<file path="config.mk">
export PLATFORM = sky130hd
export DESIGN_NAME = dcache_result
export DESIGN_NICKNAME = d
export VERILOG_FILES = /design/src/dcache_pkg.sv /design/src/dcache_result.sv
export SDC_FILE = /design/constraint.sdc
export NUM_CORES = 1
export LEC_CHECK = 0
export ABC_AREA = 1
export CORE_MARGIN = 2
export CORE_UTILIZATION = 34
export DETAILED_ROUTE_END_ITERATION = 7
export DONT_BUFFER_PORTS = 1
export MAX_ROUTING_LAYER = met4
export PLACE_DENSITY = 0.53
export SLEW_MARGIN = 5
export SYNTH_ARGS = -nofsm -noshare
export SYNTH_HDL_FRONTEND = slang
export SYNTH_SLANG_ARGS = --single-unit
</file>
<file path="constraint.sdc">
create_clock -name cpu_clock_i -period 1.3 [get_ports cpu_clock_i]
set_input_delay 0.325 -clock cpu_clock_i [delete_from_list [all_inputs] [get_ports cpu_clock_i]]
set_output_delay 0.325 -clock cpu_clock_i [all_outputs]
set_load 0.01 [all_outputs]
</file>
<file path="src/dcache_pkg.sv">
`default_nettype none

package dcache_pkg;

    // ##############################
    // request classification
    // ##############################

    typedef enum logic [1:0] {
        REQ_LOAD_CACHED   = 2'd0,
        REQ_LOAD_UNCACHED = 2'd1,
        REQ_STORE         = 2'd2
    } req_kind_e;

    typedef enum logic [1:0] {
        SIZE_BYTE = 2'd0,
        SIZE_HALF = 2'd1,
        SIZE_WORD = 2'd2
    } access_size_e;

    // ##############################
    // cpu side
    // ##############################

    // write data arrives low-aligned and decode moves it to its byte lane.
    typedef struct packed {
        logic         write;
        access_size_e size;
        logic [31:0]  addr;
        logic [31:0]  wdata;
        logic [3:0]   be;
    } cpu_req_t;

    typedef struct packed {
        logic [31:0] rdata;
        logic        store_done;
    } cpu_rsp_t;

    // ##############################
    // internal request
    // ##############################

    typedef struct packed {
        req_kind_e    kind;
        logic [29:0]  word_addr;
        logic [1:0]   byte_off;
        access_size_e size;
        logic [31:0]  wdata;
        logic [3:0]   mask;
    } dec_req_t;

endpackage

`default_nettype wire

</file>
<file path="src/dcache_result.sv">
`timescale 1ns/10ps
`default_nettype none

module dcache_result (
    input  wire logic                 cpu_clock_i,
    input  wire logic                 arst_n_i,
    input  wire logic                 done_i,
    input  wire logic [31:0]          word_i,
    input  wire dcache_pkg::dec_req_t dec_req_i,
    input  wire logic                 req_i,
    output logic                      ack_o,
    output dcache_pkg::cpu_rsp_t      cpu_rsp_o
);
    import dcache_pkg::*;

    logic [31:0] shifted;
    logic [31:0] load_data;

    // move the addressed lane down to bit 0.
    assign shifted = word_i >> {dec_req_i.byte_off, 3'b000};

    always_comb begin
        case (dec_req_i.size)
            SIZE_BYTE: load_data = {24'h000000, shifted[7:0]};
            SIZE_HALF: load_data = {16'h0000, shifted[15:0]};
            default:   load_data = word_i;
        endcase
    end

    // ack stays up for as long as the cpu keeps req high.
    always_ff @(posedge cpu_clock_i or negedge arst_n_i) begin
        if (!arst_n_i) begin
            ack_o <= 1'b0;
        end else if (done_i) begin
            ack_o <= 1'b1;
        end else if (ack_o && !req_i) begin
            ack_o <= 1'b0;
        end
    end

    always_ff @(posedge cpu_clock_i) begin
        if (done_i) begin
            cpu_rsp_o.rdata      <= load_data;
            cpu_rsp_o.store_done <= (dec_req_i.kind == REQ_STORE);
        end
    end

endmodule

`default_nettype wire

</file>
==> After elaboration in Yosys (flattened, before gate mapping) <==
Index checks and enable logic that the tools add are counted.
{ "totals": {"output_inout_bits": 34, "ff_bits": 34, "elab_cells": 13, "inputBits": 108} }
{ "op_classes": {"mux": 3, "n_shift": 1, "reduce_logical": 4, "n_eq_ne": 2} }
{ "ops": {"columns": ["cell", "n"], "rows": [
  ["$pmux 32 s2", 1],
  ["$shr 32x5->16", 1],
  ["$eq 2x1->1 const B", 1],
  ["$eq 2x2->1 const B", 1],
  ["$logic_not 2->1", 1],
  ["$mux 1", 2],
  ["$reduce_bool 2->1", 1],
  ["$logic_and 1x1->1", 1],
  ["$logic_not 1->1", 1]
]} }

==> Logic depth before layout (Yosys ltp) <==
{ "depth": {"word_depth": 4, "mapped_depth": 7, "depth_no_buf": 6} }

==> Least setup slack after synthesis <==
No wires, ideal clock.
{ "synth_timing": {"kind": "input to register", "start": "input dec_req_i[38] (netlist bit)", "end": "register cpu_rsp_o[2] (netlist bit), data pin", "arrival_ns": 0.803, "setup_slack_ns": 0.245, "n_path_buf": 2, "cell_stages": 7, "t_required_ns": 1.048, "setup_ns": 0.252, "path_cell_list": "buf_6 -> buf_6 -> nand2_1 -> nand3_1 -> nand2_1 -> nand2_1 -> nand2_1"} }
{ "synth_between": {"elab_chain_cells": 2} }
{ "synth_lines": {"columns": ["item", "line", "source"], "rows": [
  ["start, declared", "dcache_result.sv:9", "input wire dcache_pkg::dec_req_t dec_req_i,"],
  ["$shr 32x5->16", "dcache_result.sv:20", "assign shifted = word_i >> {dec_req_i.byte_off, 3'b000};"],
  ["$pmux 32 s2", "dcache_result.sv:23", "case (dec_req_i.size)"],
  ["via load_data[1]", "dcache_result.sv:17", "logic [31:0] load_data;"],
  ["end, declared", "dcache_result.sv:12", "output dcache_pkg::cpu_rsp_t cpu_rsp_o"]
]} }
The timed path passes the listed nets, and every way through them passes these cells.
A chain may end at the register's enable or synchronous reset.

==> Final worst setup path <==
{ "layout_timing": {"start": "register cpu_rsp_o[13] (netlist bit)", "end": "output cpu_rsp_o[13] (netlist bit)"} }
No word-level cell between the ends.

==> reports/qor.yml <==
run_status:
  outcome: "complete, no violations"
critical_path:
  crit_path_end_kind: "output port"
  endpoint: "cpu_rsp_o[13]"
  critPathLaunch: "cpu_rsp_o[13]"
  r2r_cells: 1
  timing.rr.end: "ack_o"
  setup.worst_path.start_class: "flop"
  cp.depth: 0
  r2r_start: "ack_o"
  critical_path_class: "flop to output port"
  cp_max_fo: 1
  critPathArrivalTime_ns: 0.72
  r2r_slack_ns: 0.62
  worstPathRequired_ns: 0.98
sta:
  fin_skew_ns: 0
  hold_slack_ns: 0.148
  finalSetupTns_ns: 0
  final-max-slew-violation-count: 0
  clock.fmax_mhz: 953
  tightest_slew_ns: 0.396
  min_period_over_period_pct: 80.7
  rsz0062_at_grt: "no"
  max_slew_margin_pct: 73.5
  setup_viol: 0
  fin_crit_ns: 1.05
  finalHoldViolations: 0
synthesis:
  synth_cell_type_count: 13
  synthCells: 236
  yosysSeqAreaShare_pct: 54.9
  netlist_area_um2: 1850
  synth_fp_nets: 344
  ys_ff_latch: 34
  syn_avg_cell_area_um2: 7.84
  yosys_warnings: 0
grt:
  track_usage_pct: 15.4
  grt_max_degree: 35
  antenna_found_initial: 0
  grt-ovfl-total: 0
  grt_pass1_wl_um: 6890
  grt_pass1_vias: 1450
place:
  place.gp.congestion: 0.787
  hpwl_um: 2920
  placed_area_um2: 1880
  portBuffers: 0
final_layout:
  nNetsFinal: 345
  diodes: 0
  final_cell_mix: "nand2_1, inv_1, edfxtp_1"
  layout_commonest_cell: "nand2_1"
  fin_util_pct: 38.1
  layout-drive-gt1-share_pct: 5.04
  final_area_um2: 1970
  area_growth_pct: 6.70
  n_fill_cell: 552
clocking:
  clockBufferDepth: 2
  postCtsSetupBuffers: 0
  clock-sinks: 34
  clk_latency_ns: 0.27
  cts_max_level: 2
  cts_made_buffers: 5
  clkTransAtPathRegs_ns: 0.07
  cts_tree: "done"
  clock-root-buffer: "clkbuf_8"
floorplan:
  pin_count: 142
  dieArea_um2: 6050
  initial_utilization_pct: 35.8
  num_rows: 26
  die_w_um: 77.8
  dieHeight_um: 77.8
  coreArea_um2: 5170
min_path:
  hp-class: "input port to flop"
  whs_path_depth: 0
  min_from: "done_i"
pwr:
  p_leak_nw: 1.04
  power_mw: 2.31
  power_density_nw_per_um2: 1170
  irDropWorstVdd_uv: 429
drt:
  vias_per_cell: 4.44
  avgRoutedWirePerCell_um: 13.2
  ant_nets: 0
  first_iter_violations: 64
  drc: 0
  vias: 1369
  first_pass_iters: 4
  wirelength_um: 4070
run:
  cap_violations: 0
[synth_stat cells]
master	number	share of area, %
nor2_4	2	1.2
inv_1	42	8.5
o21ai_2	1	0.47
edfxtp_1	33	54
nor2_2	1	0.34
buf_6	3	1.8
buf_2	4	1.1
inv_2	3	0.61
nor2_1	1	0.20
dfrtp_1	1	1.4
nand3_1	17	4.6
a21o_1	1	0.41
nand2_1	127	26
[power by group]
part | leakage [nW] | switching, mW | internal, mW
logic | 0.672 | 0.118 | 0.0771
registers | 0.330 | 0.0812 | 1.32
clock network | 0.0407 | 0.357 | 0.357
[worst min path at each step]
| stage | endpoint | slack, ns |
|---|---|---|
| global route | cpu_rsp_o[8] | 0.13 |
| detailed placement | ack_o | 0.03 |
| floorplan | ack_o | 0.03 |
| global placement | ack_o | 0.03 |
| CTS | ack_o | 0.14 |
| finish | cpu_rsp_o[8] | 0.15 |
[registers in the layout (all words and copies together) (netlist names)]
signal / cells
ack_o: 1
cpu_rsp_o: 33
[cell families (layout without fill, tap and decap cells)]
group / count (synthesis) / in the layout / synth area share, %
AO/OA/AOI/OAI: 2 / 2 / 0.880
buffers and inverters: 52 / 54 / 12.0
flip-flops: 34 / 34 / 54.9
AND/OR/NAND/NOR: 148 / 148 / 32.1
[final cells by class]
cell class / instances / area (µm²) / area share (%)
Clock buffer: 5 / 68.8 / 3.49
Inverter: 45 / 169 / 8.56
Tap cell: 70 / 87.6 / 4.44
Sequential cell: 34 / 1020 / 51.5
Multi-Input combinational cell: 150 / 611 / 30.9
Clock inverter: 3 / 11.3 / 0.571
Timing Repair Buffer: 1 / 10.0 / 0.507
[through the flow]
stage	cells	setup WS, ns
3_5_place_dp	299	0.127
5_1_grt	308	0.228
4_1_cts	308	0.232
3_3_place_gp	299	0.137
2_1_floorplan	236	0.245
6_report	308	0.251
[repair_timing]
action | CTS | global route
resized for setup | 0 | 0
hold endpoints to repair | 1 | 0
hold buffers | 1 | 0
[routing by layer]
metal	share of wire, %	track usage [%]	routed length, µm
met2	48	25.1	1950
met1	42	17.5	1700
met4	1.4	4.82	55
met3	9.0	5.70	366
met5	0	-	0
(Power assumes the default switching activity.)
