`src/tl_skid_buffer.sv`:
```
`timescale 1ns/10ps
`default_nettype none

module tl_skid_buffer #(
    parameter type payload_t = logic [31:0]
) (
    input  wire logic     cpu_clock_i,
    input  wire logic     arst_n_i,
    input  wire logic     in_valid_i,
    output logic          in_ready_o,
    input  wire payload_t in_data_i,
    output logic          out_valid_o,
    input  wire logic     out_ready_i,
    output payload_t      out_data_o
);
    logic     main_valid_q;
    logic     skid_valid_q;
    payload_t skid_data_q;
    logic     in_fire;
    logic     main_free;

    // ready depends only on the skid slot, so it comes straight from a flop.
    assign in_ready_o  = ~skid_valid_q;
    assign out_valid_o = main_valid_q;
    assign in_fire     = in_valid_i & in_ready_o;
    assign main_free   = ~main_valid_q | out_ready_i;

    always_ff @(posedge cpu_clock_i or negedge arst_n_i) begin
        if (!arst_n_i) begin
            main_valid_q <= 1'b0;
            skid_valid_q <= 1'b0;
        end else if (main_free) begin
            main_valid_q <= skid_valid_q | in_fire;
            skid_valid_q <= 1'b0;
        end else if (in_fire) begin
            skid_valid_q <= 1'b1;
        end
    end

    always_ff @(posedge cpu_clock_i) begin
        if (main_free) begin
            out_data_o <= skid_valid_q ? skid_data_q : in_data_i;
        end else if (in_fire) begin
            skid_data_q <= in_data_i;
        end
    end

endmodule

`default_nettype wire

```
`config.mk`:
```
export PLATFORM = sky130hd
export DESIGN_NAME = tl_skid_buffer
export DESIGN_NICKNAME = d
export VERILOG_FILES = /design/src/tl_skid_buffer.sv
export SDC_FILE = /design/constraint.sdc
export NUM_CORES = 1
export LEC_CHECK = 0
export BUFFER_PORTS_ARGS = -buffer_cell sky130_fd_sc_hd__buf_2
export CORE_MARGIN = 1
export CORE_UTILIZATION = 55
export CTS_CLUSTER_DIAMETER = 100
export DETAILED_ROUTE_END_ITERATION = 7
export HOLD_SLACK_MARGIN = 0.02
export MAX_ROUTING_LAYER = met4
export PLACE_DENSITY = 0.83
export SLEW_MARGIN = 20
export SYNTH_ARGS = -nofsm -noshare
export SYNTH_HDL_FRONTEND = slang
export SYNTH_SLANG_ARGS = --single-unit
export TNS_END_PERCENT = 50
```
`constraint.sdc`:
```
create_clock -name cpu_clock_i -period 6.04 [get_ports cpu_clock_i]
set_input_delay 1.208 -clock cpu_clock_i [delete_from_list [all_inputs] [get_ports cpu_clock_i]]
set_output_delay 1.208 -clock cpu_clock_i [all_outputs]
set_load 0.005 [all_outputs]
```
-- Yosys cells after proc, flatten, opt, wreduce, memory -nomap -nowiden
Index checks and enable logic that the tools add are counted.
- bits of input ports: 36
- logic and storage cells: 15
- register bits: 66
- output and inout port bits: 34
- bitwise operators: 6
- reductions and logical operators: 2
- muxes and demuxes: 3
- operators by type and width (cell ; count):
    two-way mux 32 bit ; 1
    inverter 1 bit ; 3
    two-way mux 1 bit ; 2
    OR 1 bit ; 2
    AND reduction 2 bit ; 1
    nonzero test 2 bit ; 1
    AND 1 bit ; 1

-- Depth between registers and ports, before layout
- word-level depth: 4
- gate-level depth with buffers: 4
- depth with buffers taken out: 2

-- Worst setup path before layout
No wires, ideal clock.
- path kind: input to register
- from: in out_ready_i
- to: reg skid_data_q[0] (netlist name) (enable)
- setup time: 0.468 ns
- path slack: 1.057 ns
- required time: 5.572 ns
- path buffers: 0
- data arrival time: 4.515 ns
- stages on the path: 2
- cell sequence: nand2b_1 nor3b_1
- word-level cells in the longest chain between the ends: 3
- RTL lines (what ; RTL line ; text):
    start: declaration ; 13 ; input wire logic out_ready_i,
    OR 1 bit ; 26 ; assign main_free = ~main_valid_q | out_ready_i;
    inverter 1 bit (no source line) ; n/a ;
    AND reduction 2 bit (no source line) ; n/a ;
    end signal: assignment ; 44 ; skid_data_q <= in_data_i;
    end: declaration ; 18 ; payload_t skid_data_q;
Every way passes these cells.
A chain may end at the register's enable or synchronous reset.

-- Worst setup path in the final report
- from: reg skid_valid_q
- to: out in_ready_o
- word-level cells in the longest chain between the ends: 1
- RTL lines (what ; RTL line ; text):
    start: declaration ; 17 ; logic skid_valid_q;
    start signal: assignment ; 31 ; skid_valid_q <= 1'b0;
    start signal: assignment ; 34 ; skid_valid_q <= 1'b0;
    start signal: assignment ; 36 ; skid_valid_q <= 1'b1;
    inverter 1 bit ; 23 ; assign in_ready_o = ~skid_valid_q;
    end: declaration ; 10 ; output logic in_ready_o,
Every way passes these cells.

==> metrics.txt <==
# TYPE chip_impl_metric gauge
chip_impl_metric{name="initialDrtViolationCount",unit=""} 52
chip_impl_metric{name="maximum_capacitance_violations",unit=""} 0
chip_impl_metric{name="finish.net_count",unit=""} 221
chip_impl_metric{name="leakage",unit="nW"} 1.249
chip_impl_info{name="worst_path_max_delay_cell",value="sky130_fd_sc_hd__dfrtp_2"} 1
chip_impl_metric{name="worstPathBufferInverterCount",unit=""} 2
chip_impl_metric{name="worst_ep_arrival_time",unit="ps"} 1650
chip_impl_metric{name="critical_path_required",unit="ps"} 4830
chip_impl_metric{name="vdd_ir_drop_max",unit="µV"} 220.0
chip_impl_metric{name="flow.area_growth_from_synthesis",unit="%"} 22.51
chip_impl_metric{name="worst_skew_pair.late_latency",unit="ps"} 330
chip_impl_metric{name="p_total",unit="W"} 0.001031
chip_impl_metric{name="skew",unit="ps"} 7.475
chip_impl_metric{name="synthesis.area",unit="mm²"} 0.002529
chip_impl_metric{name="die_area",unit="mm²"} 0.004873
chip_impl_metric{name="final_hold_viol_count",unit=""} 0
chip_impl_metric{name="numPlacedInstances",unit=""} 226
chip_impl_metric{name="ant_nets",unit=""} 0
chip_impl_metric{name="max_clock_freq",unit="MHz"} 349.5
chip_impl_metric{name="routabilityCongestion",unit=""} 0.6965
chip_impl_metric{name="synth_top_area_share",unit="%"} 76.00
chip_impl_metric{name="synth-edff-count",unit=""} 64
chip_impl_metric{name="worstPathMaxFanout",unit=""} 35
chip_impl_metric{name="io_buffer_count",unit=""} 69
chip_impl_metric{name="critical_path.max_stage_delay",unit="ps"} 1040
chip_impl_info{name="setup.worst_path.end_class",value="primary output"} 1
chip_impl_metric{name="grt_antenna_before_repair",unit=""} 0
chip_impl_metric{name="finalMaxSlewViolations",unit=""} 0
chip_impl_metric{name="avgRoutedWirePerCell",unit="µm"} 16.71
chip_impl_metric{name="ys_async_sr_fraction",unit="%"} 3.030
chip_impl_metric{name="synthesis.area_per_instance",unit="µm²"} 23.41
chip_impl_metric{name="route.vias.total",unit=""} 1237
chip_impl_metric{name="cts_hold_buf",unit=""} 0
chip_impl_metric{name="fp-row-count",unit=""} 24
chip_impl_metric{name="numCtsBuffers",unit=""} 9
chip_impl_metric{name="clkSinkCount",unit=""} 66
chip_impl_info{name="synth.most_common_cell",value="sky130_fd_sc_hd__edfxtp_1"} 1
chip_impl_metric{name="num_antenna_cells",unit=""} 0
chip_impl_metric{name="syn_nets",unit=""} 144
chip_impl_metric{name="yosys_warnings",unit=""} 0
chip_impl_metric{name="coreArea",unit="mm²"} 0.004384
chip_impl_info{name="timing.hold.worst.class",value="flip-flop to flip-flop"} 1
chip_impl_metric{name="initial_utilization",unit="%"} 57.68
chip_impl_info{name="netlist.top_cell.by_area",value="sky130_fd_sc_hd__edfxtp_1"} 1
chip_impl_metric{name="synthesis.instances",unit=""} 108
chip_impl_metric{name="drtPass1Iterations",unit=""} 4
chip_impl_info{name="setup.worst_path.class",value="flip-flop to primary output"} 1
chip_impl_info{name="root_buffer",value="sky130_fd_sc_hd__clkbuf_8"} 1
chip_impl_info{name="worst_min_delay_path_startpoint",value="skid_data_q[30]"} 1
chip_impl_metric{name="timing.hold.ws",unit="ps"} 542.5
chip_impl_info{name="crit_path_cell_trace",value="inv_1 -> buf_2"} 1
chip_impl_metric{name="stdcell_count",unit=""} 242
chip_impl_metric{name="power.density_cell_area",unit="mW/mm²"} 332.7
chip_impl_metric{name="io-pin-count",unit=""} 70
chip_impl_metric{name="route.detailed.drc",unit=""} 0
chip_impl_metric{name="final_standard_cell_utilization_of_the_core",unit="%"} 70.66
chip_impl_metric{name="first_global_vias",unit=""} 1289
chip_impl_info{name="synthTopCellsByCount",value="sky130_fd_sc_hd__edfxtp_1 (64), sky130_fd_sc_hd__mux2_4 (27), sky130_fd_sc_hd__mux2_2 (5)"} 1
chip_impl_metric{name="ys_seq_elements",unit=""} 66
chip_impl_metric{name="number_of_distinct_library_cells_after_synthesis",unit=""} 12
chip_impl_info{name="worst_path_top_cell_family_by_delay",value="flip-flops"} 1
chip_impl_metric{name="globalRouteOverflowTotal",unit=""} 0
chip_impl_metric{name="nFillCells",unit=""} 282
chip_impl_metric{name="layout.area.seq",unit="mm²"} 0.001973
chip_impl_metric{name="clock_tree.htree_level_count",unit=""} 3
chip_impl_metric{name="period_share",unit="%"} 47.37
chip_impl_info{name="post_synth_main_area_contributors",value="sky130_fd_sc_hd__edfxtp_1 (76%), sky130_fd_sc_hd__mux2_4 (16%), sky130_fd_sc_hd__mux2_2 (2.2%)"} 1
chip_impl_info{name="worstSetupStartpointType",value="flip-flop"} 1
chip_impl_metric{name="viasPerCell",unit=""} 5.112
chip_impl_metric{name="cts.repair_timing.setup_buffer_count",unit=""} 0
chip_impl_metric{name="die_h",unit="µm"} 69.81
chip_impl_metric{name="track_usage",unit="%"} 19.53
chip_impl_metric{name="die_w",unit="µm"} 69.81
chip_impl_metric{name="cts.path.max_buffers",unit=""} 2
chip_impl_metric{name="multi_input_comb_area",unit="µm²"} 494.2
chip_impl_info{name="run_status",value="complete, no violations"} 1
chip_impl_metric{name="route.final.wire_length",unit="µm"} 4045
chip_impl_metric{name="finalSetupViolCount",unit=""} 0
chip_impl_metric{name="fin_setup_tns",unit="ps"} 0
chip_impl_info{name="synth_flop_cell",value="sky130_fd_sc_hd__edfxtp_1"} 1
chip_impl_info{name="critical_path_start",value="skid_valid_q"} 1
chip_impl_metric{name="ratio_of_cells_with_drive_above_1_in_the_final_layout",unit="%"} 62.63
chip_impl_metric{name="path_clk_slew",unit="ps"} 70
chip_impl_metric{name="slew_of_the_pin_with_the_lowest_slew_margin",unit="ps"} 1007
chip_impl_metric{name="hpwl_after_detailed_placement",unit="µm"} 2698
chip_impl_metric{name="finalCriticalPeriod",unit="ps"} 2861
chip_impl_metric{name="grt_max_degree",unit=""} 36
chip_impl_info{name="setup_repair_after_global_routing_missed_its_margin",value="false"} 1
chip_impl_info{name="cts_tree",value="done"} 1
chip_impl_metric{name="post_cts_resize_count",unit=""} 0
chip_impl_metric{name="first_pass_grt_wire_length",unit="µm"} 6582
chip_impl_info{name="reg2reg_from",value="out_valid_o"} 1
chip_impl_metric{name="max-slew-margin-rel",unit="%"} 32.84
chip_impl_metric{name="ys_seq_area_share",unit="%"} 77.98
==> cells by family after synthesis <==
logic type	count (synthesis)	synth area share [%]
flops	66	77.98
simple gates	5	0.9898
buf+inv	5	2.771
mux	32	18.26
==> registers in the layout, indices dropped and copies added, names as in the netlist <==
register and cells:
skid_data_q 32, skid_valid_q 1, out_data_o 32, out_valid_o 1
==> cells in the final DEF, fill, tap and decap left out <==
cell type and instances:
sky130_fd_sc_hd__clkinv_2 2, sky130_fd_sc_hd__clkbuf_8 9, sky130_fd_sc_hd__buf_2 69, sky130_fd_sc_hd__nor2_1 2, sky130_fd_sc_hd__nand2_1 1, sky130_fd_sc_hd__mux2_2 5, sky130_fd_sc_hd__clkbuf_1 1, sky130_fd_sc_hd__clkinv_1 1
sky130_fd_sc_hd__dfrtp_1 1, sky130_fd_sc_hd__nor3b_2 1, sky130_fd_sc_hd__dfrtp_2 1, sky130_fd_sc_hd__inv_1 1, sky130_fd_sc_hd__clkinvlp_4 1, sky130_fd_sc_hd__mux2_4 27, sky130_fd_sc_hd__nand2b_2 1, sky130_fd_sc_hd__edfxtp_1 64
sky130_fd_sc_hd__buf_4 1, sky130_fd_sc_hd__bufinv_16 2
==> where the power goes <==
group / total (W) / internal (W) / switching, W
combinational: 0.0000862 / 0.0000515 / 0.0000346
clock: 0.000387 / 0.000230 / 0.000157
sequential: 0.000558 / 0.000541 / 0.0000166
total: 0.00103 / 0.000822 / 0.000208
==> per-layer routing <==
metal / routed length (µm) / up-vias / part of all wire (%) / GRT usage (%)
li1: - / 579 / - / -
met1: 1695 / 599 / 42 / 24.03
met2: 2049 / 49 / 51 / 27.67
met3: 191 / 10 / 4.7 / 6.250
met4: 110 / 0 / 2.7 / 13.11
met5: 0 / - / 0 / -
==> layout make-up <==
class / instances / area share, %
clock buffer: 10 / 4.120
clock inverter: 6 / 2.625
inverter: 1 / 0.1212
multi-input combinational: 37 / 15.95
sequential: 66 / 63.69
tap: 52 / 2.100
timing repair buffer: 70 / 11.39
==> path summary, 6_finish.rpt <==
check / to / slack, ps / depth (start not counted)
min reg2reg: out_data_o[30] / 540 / 1
min: out_data_o[30] / 540 / 1
max in group asynchronous: skid_valid_q / 5280 / 1
max: in_ready_o / 3180 / 2
min in group asynchronous: skid_valid_q / 650 / 1
max reg2reg: skid_data_q[13] / 4070 / 3
==> worst reg2reg max path: cells and delay by family (launching register included) <==
| family | cells | cell delay, ps |
|---|---|---|
| flip-flops | 1 | 380 |
| buffers and inverters | 1 | 400 |
| AND/OR/NAND/NOR | 2 | 820 |
==> per-stage QoR <==
| stage | area, µm² | setup WS, ps |
|---|---|---|
| 2_1_floorplan | 2529 | 1057 |
| 3_3_place_gp | 2889 | 3114 |
| 3_5_place_dp | 2889 | 3010 |
| 4_1_cts | 3098 | 3166 |
| 5_1_grt | 3098 | 3074 |
| 6_report | 3098 | 3179 |
Power figures use the tool's default switching activity.
