<file path="src/dcache_pkg.sv">
`default_nettype none

package dcache_pkg;

    // ##############################
    // request classification
    // ##############################

    typedef enum logic [1:0] {
        REQ_LOAD_CACHED   = 2'd0,
        REQ_LOAD_UNCACHED = 2'd1,
        REQ_STORE         = 2'd2
    } req_kind_e;

    typedef enum logic [1:0] {
        SIZE_BYTE = 2'd0,
        SIZE_HALF = 2'd1,
        SIZE_WORD = 2'd2
    } access_size_e;

    // ##############################
    // cpu side
    // ##############################

    // write data arrives low-aligned and decode moves it to its byte lane.
    typedef struct packed {
        logic         write;
        access_size_e size;
        logic [31:0]  addr;
        logic [31:0]  wdata;
        logic [3:0]   be;
    } cpu_req_t;

    typedef struct packed {
        logic [31:0] rdata;
        logic        store_done;
    } cpu_rsp_t;

    // ##############################
    // internal request
    // ##############################

    typedef struct packed {
        req_kind_e    kind;
        logic [29:0]  word_addr;
        logic [1:0]   byte_off;
        access_size_e size;
        logic [31:0]  wdata;
        logic [3:0]   mask;
    } dec_req_t;

endpackage

`default_nettype wire

</file>
<file path="src/dcache_decode.sv">
`timescale 1ns/10ps
`default_nettype none

module dcache_decode (
    input  wire logic                 cpu_clock_i,
    input  wire logic                 arst_n_i,
    input  wire logic                 req_i,
    input  wire dcache_pkg::cpu_req_t cpu_req_i,
    input  wire logic                 ack_i,
    output logic                      start_o,
    output dcache_pkg::dec_req_t      dec_req_o
);
    import dcache_pkg::*;

    logic      busy_q;
    logic      new_req;
    logic [1:0] byte_off;
    logic [3:0] mask;
    logic      be_known;
    req_kind_e kind;

    // a request phase is new until the ack of that phase has been seen.
    assign new_req = req_i & ~ack_i & ~busy_q;

    assign kind = cpu_req_i.write    ? REQ_STORE :
                  cpu_req_i.addr[31] ? REQ_LOAD_UNCACHED : REQ_LOAD_CACHED;

    // the byte enable pins down the low address bits and any other enable uses the address.
    always_comb begin
        be_known = 1'b1;
        case (cpu_req_i.be)
            4'b0001: byte_off = 2'd0;
            4'b0010: byte_off = 2'd1;
            4'b0011: byte_off = 2'd0;
            4'b0100: byte_off = 2'd2;
            4'b1100: byte_off = 2'd2;
            4'b1000: byte_off = 2'd3;
            4'b1111: byte_off = 2'd0;
            default: begin
                be_known = 1'b0;
                byte_off = cpu_req_i.addr[1:0];
            end
        endcase
        if (be_known) begin
            mask = cpu_req_i.be;
        end else begin
            case (cpu_req_i.size)
                SIZE_BYTE: mask = 4'b0001 << byte_off;
                SIZE_HALF: mask = 4'b0011 << byte_off;
                default:   mask = 4'b1111;
            endcase
        end
    end

    always_ff @(posedge cpu_clock_i or negedge arst_n_i) begin
        if (!arst_n_i) begin
            start_o <= 1'b0;
            busy_q  <= 1'b0;
        end else begin
            start_o <= new_req;
            if (new_req) begin
                busy_q <= 1'b1;
            end else if (ack_i) begin
                busy_q <= 1'b0;
            end
        end
    end

    always_ff @(posedge cpu_clock_i) begin
        if (new_req) begin
            dec_req_o.kind      <= kind;
            dec_req_o.word_addr <= cpu_req_i.addr[31:2];
            dec_req_o.byte_off  <= byte_off;
            dec_req_o.size      <= cpu_req_i.size;
            dec_req_o.wdata     <= cpu_req_i.wdata << {byte_off, 3'b000};
            dec_req_o.mask      <= mask;
        end
    end

endmodule

`default_nettype wire

</file>
<file path="config.mk">
export PLATFORM = sky130hd
export DESIGN_NAME = dcache_decode
export DESIGN_NICKNAME = d
export VERILOG_FILES = /design/src/dcache_pkg.sv /design/src/dcache_decode.sv
export SDC_FILE = /design/constraint.sdc
export NUM_CORES = 1
export LEC_CHECK = 0
export BUFFER_PORTS_ARGS = -buffer_cell sky130_fd_sc_hd__buf_4
export CORE_MARGIN = 1.5
export CORE_UTILIZATION = 45
export CTS_BUF_LIST = sky130_fd_sc_hd__clkbuf_4
export DETAILED_ROUTE_END_ITERATION = 6
export GPL_TIMING_DRIVEN = 0
export PLACE_DENSITY_LB_ADDON = 0.15
export SYNTH_ARGS = -nofsm -noshare
export SYNTH_HDL_FRONTEND = slang
export SYNTH_SLANG_ARGS = --single-unit
</file>
<file path="constraint.sdc">
create_clock -name cpu_clock_i -period 7.7 [get_ports cpu_clock_i]
set_input_delay 1.155 -clock cpu_clock_i [delete_from_list [all_inputs] [get_ports cpu_clock_i]]
set_output_delay 1.155 -clock cpu_clock_i [all_outputs]
set_load 0.03 [all_outputs]
</file>
# ---- After elaboration in Yosys (flattened, before gate mapping)
# Index checks and enable logic that the tools add are counted.
dict set report word_totals {
  input_bits 75
  output_inout_bits 73
  ff_bits 74
}
dict set report classes {
  n_eq_ne 8
  reduce_logical 5
  n_mux 7
  n_bitwise 4
  n_shift 3
}
# op count
set op_table {}
lappend op_table {{32-bit by 5-bit << shifter with 32-bit output} 1}
lappend op_table {{4-bit == test (second input constant)} 3}
lappend op_table {{4-bit by 2-bit == test with 1-bit output (second input constant)} 2}
lappend op_table {{2-bit case mux with 4 select lines} 1}
lappend op_table {{4-bit case mux with 2 select lines} 1}
lappend op_table {{7-bit OR reduction} 1}
lappend op_table {{4-bit by 1-bit == test with 1-bit output (second input constant)} 1}
lappend op_table {{4-bit by 3-bit == test with 1-bit output (second input constant)} 1}
lappend op_table {{1-bit two-way mux} 4}
lappend op_table {{4-bit two-way mux} 1}
lappend op_table {{1-bit by 2-bit << shifter with 4-bit output (first input constant)} 1}
lappend op_table {{2-bit by 2-bit << shifter with 4-bit output (first input constant)} 1}
lappend op_table {{3-bit OR reduction} 1}
lappend op_table {{1-bit bitwise AND} 2}
lappend op_table {{2-bit by 1-bit == test with 1-bit output (second input constant)} 1}
lappend op_table {{2-bit logical NOT} 1}
lappend op_table {{1-bit inverter} 2}
lappend op_table {{2-bit nonzero test} 1}
lappend op_table {{2-bit OR reduction} 1}

# ---- Depth between registers and ports, before layout
# Gate-level depths: netlist of run 1.
dict set report logic_depth {
  depth_word 6
  mapped_depth 8
  mapped_depth_nobuf 5
}

# ---- Least setup slack after synthesis of run 1
# Ideal clock, no wire load.
dict set report synth_path {
  path_kind {in2reg}
  from {in ack_i}
  to {reg start_o}
  n_path_buf 0
  arrival_time_ns 6.474
  path_stages 1
  required_ns 7.032
  setup_slack_ns 0.557
  cell_sequence {nor3b_1}
}
dict set report synth_via {
  elab_chain_cells 3
}
# element line
set synth_lines {}
lappend synth_lines {{from (decl)} dcache_decode.sv:9} ;# input wire logic ack_i,
lappend synth_lines {{1-bit inverter} dcache_decode.sv:23} ;# assign new_req = req_i & ~ack_i & ~busy_q;
lappend synth_lines {{1-bit bitwise AND (2 in series)} dcache_decode.sv:23}
lappend synth_lines {{to (signal assigned)} dcache_decode.sv:60} ;# start_o <= new_req;
lappend synth_lines {{to (decl)} dcache_decode.sv:10} ;# output logic start_o,
# No other way between the ends.
# A chain may end at the register's enable or synchronous reset.

# ---- Final worst setup path of run 1
dict set report layout_path {
  from {in ack_i}
  to {reg dec_req_o[27] in the netlist's numbering (enable)}
}
dict set report layout_via {
  elab_chain_cells 3
}
# element line
set layout_lines {}
lappend layout_lines {{1-bit inverter} dcache_decode.sv:23}
lappend layout_lines {{1-bit bitwise AND (2 in series)} dcache_decode.sv:23}
lappend layout_lines {{net new_req} dcache_decode.sv:16} ;# logic new_req;
lappend layout_lines {{to (decl)} dcache_decode.sv:11} ;# output dcache_pkg::dec_req_t dec_req_o
# The timed path passes the listed nets, and every way through them passes these cells.

==> results of run 1 <==
## kinds of logic (layout without fill, tap and decap cells)
family	after synthesis	count (layout)	share of synthesized area [%]
DFF	74	74	72.94
muxes	32	32	10.56
and+or+nand+nor	43	43	7.096
buffers and inverters	13	180	3.176
AOI/OAI and AO/OA	23	23	6.230
## Yosys cell counts (all sizes together) (2+ instances only)
library cell / count / share of area, %
nor2: 18 / 2.2
mux2i: 32 / 11
o2bb2ai: 8 / 2.3
edfxtp: 72 / 71
inv: 3 / 0.37
dfrtp: 2 / 1.7
nor3b: 2 / 0.49
buf: 10 / 2.8
nand3: 2 / 0.33
nand2: 5 / 0.62
a21oi: 5 / 0.82
o21ai: 2 / 0.45
nor2b: 10 / 2.1
a211oi: 2 / 0.91
## path summary, 6_finish.rpt
path | from | endpoint | slack, ns | depth (start not counted)
max | ack_i | dec_req_o[27]$_DFFE_PP_ | 5.30 | 4
min in group cpu_clock_i | busy_q$_DFFE_PN0P_ | busy_q$_DFFE_PN0P_ | 0.55 | 2
max reg2reg | busy_q$_DFFE_PN0P_ | dec_req_o[27]$_DFFE_PP_ | 5.79 | 3
min reg2reg | busy_q$_DFFE_PN0P_ | busy_q$_DFFE_PN0P_ | 0.55 | 2
min | arst_n_i | busy_q$_DFFE_PN0P_ | 0.53 | 1
max in group asynchronous | arst_n_i | start_o$_DFF_PN0_ | 7.09 | 1
## critical path, stage by stage
cell and delay, ns:
buf_4 0.12, nor3b_2 0.74, buf_6 0.26, buf_4 0.22
## power groups by stage
| stage | logic [mW] | registers (mW) | clock network, mW |
|---|---|---|---|
| floorplan | 0.0599 | 0.517 | 0 |
| global placement | 0.163 | 0.484 | 0 |
| detailed placement | 0.169 | 0.480 | 0 |
| CTS | 0.169 | 0.471 | 0.280 |
| global route | 0.180 | 0.472 | 0.299 |
| finish | 0.168 | 0.471 | 0.273 |
## registers in the layout, summed over array words and instances, names as in the netlist
signal     flops
dec_req_o     72
busy_q         1
start_o        1
## area by class of cell
| type | instances | area [um2] | share of cell area, % |
|---|---|---|---|
| flip-flops and latches | 74 | 2212 | 49.70 |
| repair buffers | 151 | 1152 | 25.89 |
| multi-input cells | 98 | 729.5 | 16.39 |
| well taps | 77 | 96.34 | 2.165 |
| clock inverters | 6 | 88.84 | 1.996 |
| plain buffers | 10 | 85.08 | 1.912 |
| clock buffers | 10 | 75.07 | 1.687 |
| inverters | 3 | 11.26 | 0.2530 |
## metal layers
| metal | track usage [%] | up-vias | wire [um] |
|---|---|---|---|
| li1 | - | 1032 | - |
| met1 | 24.38 | 1024 | 2827 |
| met2 | 36.22 | 85 | 3751 |
| met3 | 3.988 | 7 | 462 |
| met4 | 7.154 | 0 | 84 |
| met5 | 0 | - | 0 |
## through the flow
stage / setup slack [ns] / utilization (%) / cells / total power [mW] / cell area, um2
after floorplan: 0.5573 / - / 185 / 0.5765 / 3033
after global placement: -1.596 / 65.67 / 407 / 0.6464 / 4218
after detailed placement: 4.877 / 66.74 / 413 / 0.6493 / 4287
after CTS: 5.309 / 69.30 / 429 / 0.9206 / 4451
after global routing: 5.260 / 69.30 / 429 / 0.9515 / 4451
final: 5.298 / 69.30 / 429 / 0.9120 / 4451
==> flow_metrics.py, run 1 <==
metrics = {
    "outcome": {
        "outcome": "complete, but fails checks",
        "violations": "design-rule violations",
    },
    "timing": {
        "setup-violations-final": 0,
        "fin_hold_ws_ns": 0.5251,
        "final.period_utilization_pct": 31.20,
        "max_freq_ghz": 0.4163,
        "tightest_slew_ns": 0.9024,
        "tns_ns": 0,
        "finalHoldViolCount": 0,
        "finalMaxSlewViolations": 0,
        "rsz0062_at_grt": "false",
        "skew_ns": 0.01398,
        "timing.final.crit_period_ns": 2.402,
        "max_slew_margin_pct": 39.58,
    },
    "cells_and_area": {
        "layout_commonest_cell": "buf_4",
        "num-nets-final": 422,
        "synthToLayoutAreaGrowth_pct": 46.74,
        "final_cell_mix": "buf_4, edfxtp_1, mux2i_1",
        "fill_cells": 506,
        "n_antenna_cell": 0,
        "layout-drive-gt1-share_pct": 51.14,
    },
    "synth": {
        "ys_seq_area_share_pct": 72.94,
        "syn_nets": 260,
        "synth_edf_count": 72,
        "syn_avg_cell_area_um2": 16.39,
        "synth_seq_cells": 74,
        "ys_async_sr_fraction_pct": 2.703,
        "synth_ff_type": "edfxtp_1",
        "ys_warn_count": 0,
        "yosysUniqueCellTypes": 31,
        "synth_area_mm2": 0.003033,
        "syn_inst": 185,
    },
    "clock_network": {
        "path_clk_slew_ns": 0.12,
        "clock-root-buffer": "clkbuf_4",
        "cts_buffers": 9,
        "clock_latency_ns": 0.40,
        "cts_tree": "done",
        "h-tree-depth": 3,
        "cts.repair.resized": 0,
        "cts.sinks": 74,
        "hold_buffers": 0,
        "clockBufferDepth": 2,
        "cts_setup_buffers": 0,
    },
    "power_and_ir_drop": {
        "netSwitchingPower_mw": 0.2330,
        "seq_power_share_pct": 51.6,
        "pwr-share-comb_pct": 18.4,
        "ir_drop_mv": 0.1160,
        "swShare_pct": 25.54,
        "p_int_mw": 0.6790,
        "power_leakage_nw": 1.871,
        "pwr-share-clk_pct": 29.9,
        "cellPowerDensity_mw_per_mm2": 204.9,
    },
    "setup_path": {
        "start_kind": "primary input",
        "crit_fanout": 12,
        "criticalPathCategory": "in -> reg",
        "crit_arrival_ns": 2.50,
        "crit_required_ns": 7.80,
        "worstSetupEndpointType": "flop",
    },
    "die": {
        "start_util_pct": 47.22,
        "core.rowCount": 29,
        "core_area_mm2": 0.006422,
        "io_pins": 148,
        "dieArea_mm2": 0.007241,
        "fp.dieH_um": 85.10,
        "die_w_um": 85.10,
    },
    "grt": {
        "grt.total_usage_pct": 20.26,
        "grt_pass1_wl_um": 11030,
        "overflow": 0,
        "grt_max_degree": 15,
        "grt_pass1_vias": 2149,
        "antenna_found_initial": 0,
    },
    "routing": {
        "drtIter0Drc": 99,
        "vias_per_cell": 5.007,
        "drt-pass1-iter-count": 6,
        "routed_wl_um": 7126,
        "vias": 2148,
        "routedWlPerCell_um": 16.61,
        "drc": 13,
        "ant_nets": 0,
    },
    "place": {
        "dp_hpwl_um": 5323,
        "port_buffers": 145,
        "globalplace.congestion": 0.8022,
    },
    "job": {
        "maxCapViolCount": 0,
    },
    "hold_path": {
        "hold_path.class": "in -> async",
    },
}
Power figures use the tool's default switching activity.
==> inputs of run 2 (changes only) <==
- clock period: 7.7 -> 2.3 ns (I/O delays scaled with it)
==> run 2 against run 1 <==
Clock-buffer cell count down 1. First-iteration DRC count is 10% lower. Non-clock buffer count decreased by 1. The run still ends with design-rule violations left. Critical path depth grew 4. Hold slack worse by 0.43 ns. Wire length is 2.5% higher. Via count increased by 0.33%. Largest cell class unchanged. Sequential share of layout area decreased by 0.098 points. Clock power grew to 2.9 times the previous value. Combinational power rose to 3.4 times the previous value. Cell area is 0.20% higher. Utilization up 0.14 points.
==> flow_metrics.py, run 2 (synthesis results as in run 1) <==
metrics = {
    "timing": {
        "max_slew_margin_pct": 66.10,
        "tightest_slew_ns": 0.5084,
        "fin_ws_ns": 0.7556,
        "fin_hold_ws_ns": 0.09239,
        "finalMaxSlewViolations": 0,
        "skew_ns": 0.01024,
        "max_freq_ghz": 0.6475,
        "final.period_utilization_pct": 67.15,
        "rsz0062_at_grt": "false",
        "finalHoldViolCount": 0,
        "timing.final.crit_period_ns": 1.544,
        "setup-violations-final": 0,
    },
    "clock_network": {
        "cts_setup_buffers": 0,
        "clockBufferDepth": 2,
        "cts_tree": "done",
        "clock_latency_ns": 0.42,
        "cts.sinks": 74,
        "cts_buffers": 9,
        "h-tree-depth": 3,
        "clock-root-buffer": "clkbuf_4",
        "path_clk_slew_ns": 0.13,
    },
    "place": {
        "place_worst_setup_slack_ns": 0.2961,
        "placed_area_mm2": 0.004314,
        "dp_hpwl_um": 5315,
        "port_buffers": 145,
        "globalplace.congestion": 0.7551,
    },
    "power_and_ir_drop": {
        "power_mw": 2.947,
        "ir_drop_mv": 0.4006,
        "cellPowerDensity_mw_per_mm2": 660.8,
        "power_leakage_nw": 1.866,
    },
    "cells_and_area": {
        "reg_top3": "dec_req_o x72, busy_q x1, start_o x1",
        "fin_area_mm2": 0.004459,
        "n_antenna_cell": 0,
        "synthToLayoutAreaGrowth_pct": 47.03,
        "final_cell_mix": "buf_4, edfxtp_1, mux2i_1",
        "regMostFlops": "dec_req_o",
        "num-nets-final": 421,
        "layout_commonest_cell": "buf_4",
        "seq_area_mm2": 0.002212,
        "layout-drive-gt1-share_pct": 50.43,
        "largest_reg_flops": 72,
        "multi_input_area_um2": 735.7,
        "fill_cells": 468,
    },
    "setup_path": {
        "crit_fanout": 10,
        "criticalPathCategory": "in -> reg",
        "worstRegToRegCells": 3,
        "crit_start": "cpu_req_i[0]",
        "r2r_start": "busy_q$_DFFE_PN0P_",
        "start_kind": "primary input",
        "cpMostUsedCell": "mux2i_1",
        "critical_path.slowest_cell": "a211oi_4",
        "max_stage_delay_ns": 0.25,
        "crit_arrival_ns": 1.70,
        "crit_chain": "buf_4, or3b_1, o21ai_2, a211oi_4, buf_6, buf_8, mux2i_1, mux2i_1",
        "crit_required_ns": 2.46,
        "worstSetupEndpointType": "flop",
    },
    "die": {
        "fp.dieH_um": 85.10,
        "die_w_um": 85.10,
        "core_area_mm2": 0.006422,
        "core.rowCount": 29,
        "io_pins": 148,
        "start_util_pct": 47.22,
        "dieArea_mm2": 0.007241,
    },
    "grt": {
        "antenna_found_initial": 0,
        "overflow": 0,
        "grt.total_usage_pct": 20.56,
        "grt_pass1_wl_um": 11190,
        "grt_max_degree": 23,
        "grt_pass1_vias": 2176,
    },
    "routing": {
        "routedWlPerCell_um": 17.07,
        "drtIter0Drc": 89,
        "routed_wl_um": 7306,
        "drc": 12,
        "vias_per_cell": 5.035,
        "ant_nets": 0,
        "vias": 2155,
        "drt-pass1-iter-count": 7,
    },
    "outcome": {
        "violations": "design-rule violations",
        "outcome": "complete, but fails checks",
    },
    "hold_path": {
        "hold_depth": 1,
        "hold_path.class": "in -> reg",
        "min-delay-start": "cpu_req_i[53]",
    },
    "job": {
        "maxCapViolCount": 0,
    },
}
-- run 2: worst max-delay path: cells and delay by family --
family                 cells  cell delay (ns)
buffers and inverters      3             0.54
AND/OR/NAND/NOR            1             0.20
multiplexers               2             0.27
AO/OA/AOI/OAI              2             0.33
-- run 2: worst paths after layout --
| kind | to | slack, ns |
|---|---|---|
| setup / recovery | dec_req_o[29]$_DFFE_PP_ | 0.76 |
| hold / removal | dec_req_o[55]$_DFFE_PP_ | 0.09 |
| setup reg to reg | dec_req_o[21]$_DFFE_PP_ | 0.87 |
| hold reg to reg | start_o$_DFF_PN0_ | 0.52 |
| max in group asynchronous | busy_q$_DFFE_PN0P_ | 1.96 |
| min in group asynchronous | start_o$_DFF_PN0_ | 0.26 |
-- run 2: power breakdown --
| group | switching, mW | internal, mW |
|---|---|---|
| clock network | 0.467 | 0.330 |
| logic | 0.311 | 0.261 |
| registers | 0.0162 | 1.56 |
| total | 0.795 | 2.15 |
-- run 2: layout make-up --
cell class / instances / area share [%]
sequential: 74 / 49.61
timing repair buffer: 150 / 26.54
multi-input combinational: 98 / 16.50
tap: 77 / 2.160
buffer: 10 / 1.908
clock buffer: 9 / 1.515
clock inverter: 7 / 1.515
inverter: 3 / 0.2525
-- run 2: per-layer routing --
| layer | part of all wire (%) | vias to the layer above | track usage (%) |
|---|---|---|---|
| met2 | 50 | 91 | 34.34 |
| met1 | 40 | 1027 | 25.39 |
| met4 | 1.2 | 0 | 9.240 |
| met5 | 0 | - | 0 |
| met3 | 8.2 | 6 | 5.058 |
| li1 | - | 1031 | - |
-- run 2: what timing repair did --
item | in CTS | in global routing
hold endpoints to repair | 2 | 0
endpoints found under the setup margin | 0 | 0
hold buffers | 1 | 0
gates resized for setup | 0 | 0
-- run 2: stage by stage --
| stage | setup TNS, ns | cells | utilization, % |
|---|---|---|---|
| finish | 0 | 428 | 69.43 |
| CTS | 0 | 428 | 69.43 |
| global route | 0 | 428 | 69.43 |
| global placement | -85.77 | 407 | 65.85 |
| floorplan | -28.69 | 185 | - |
| detailed placement | 0 | 411 | 67.17 |
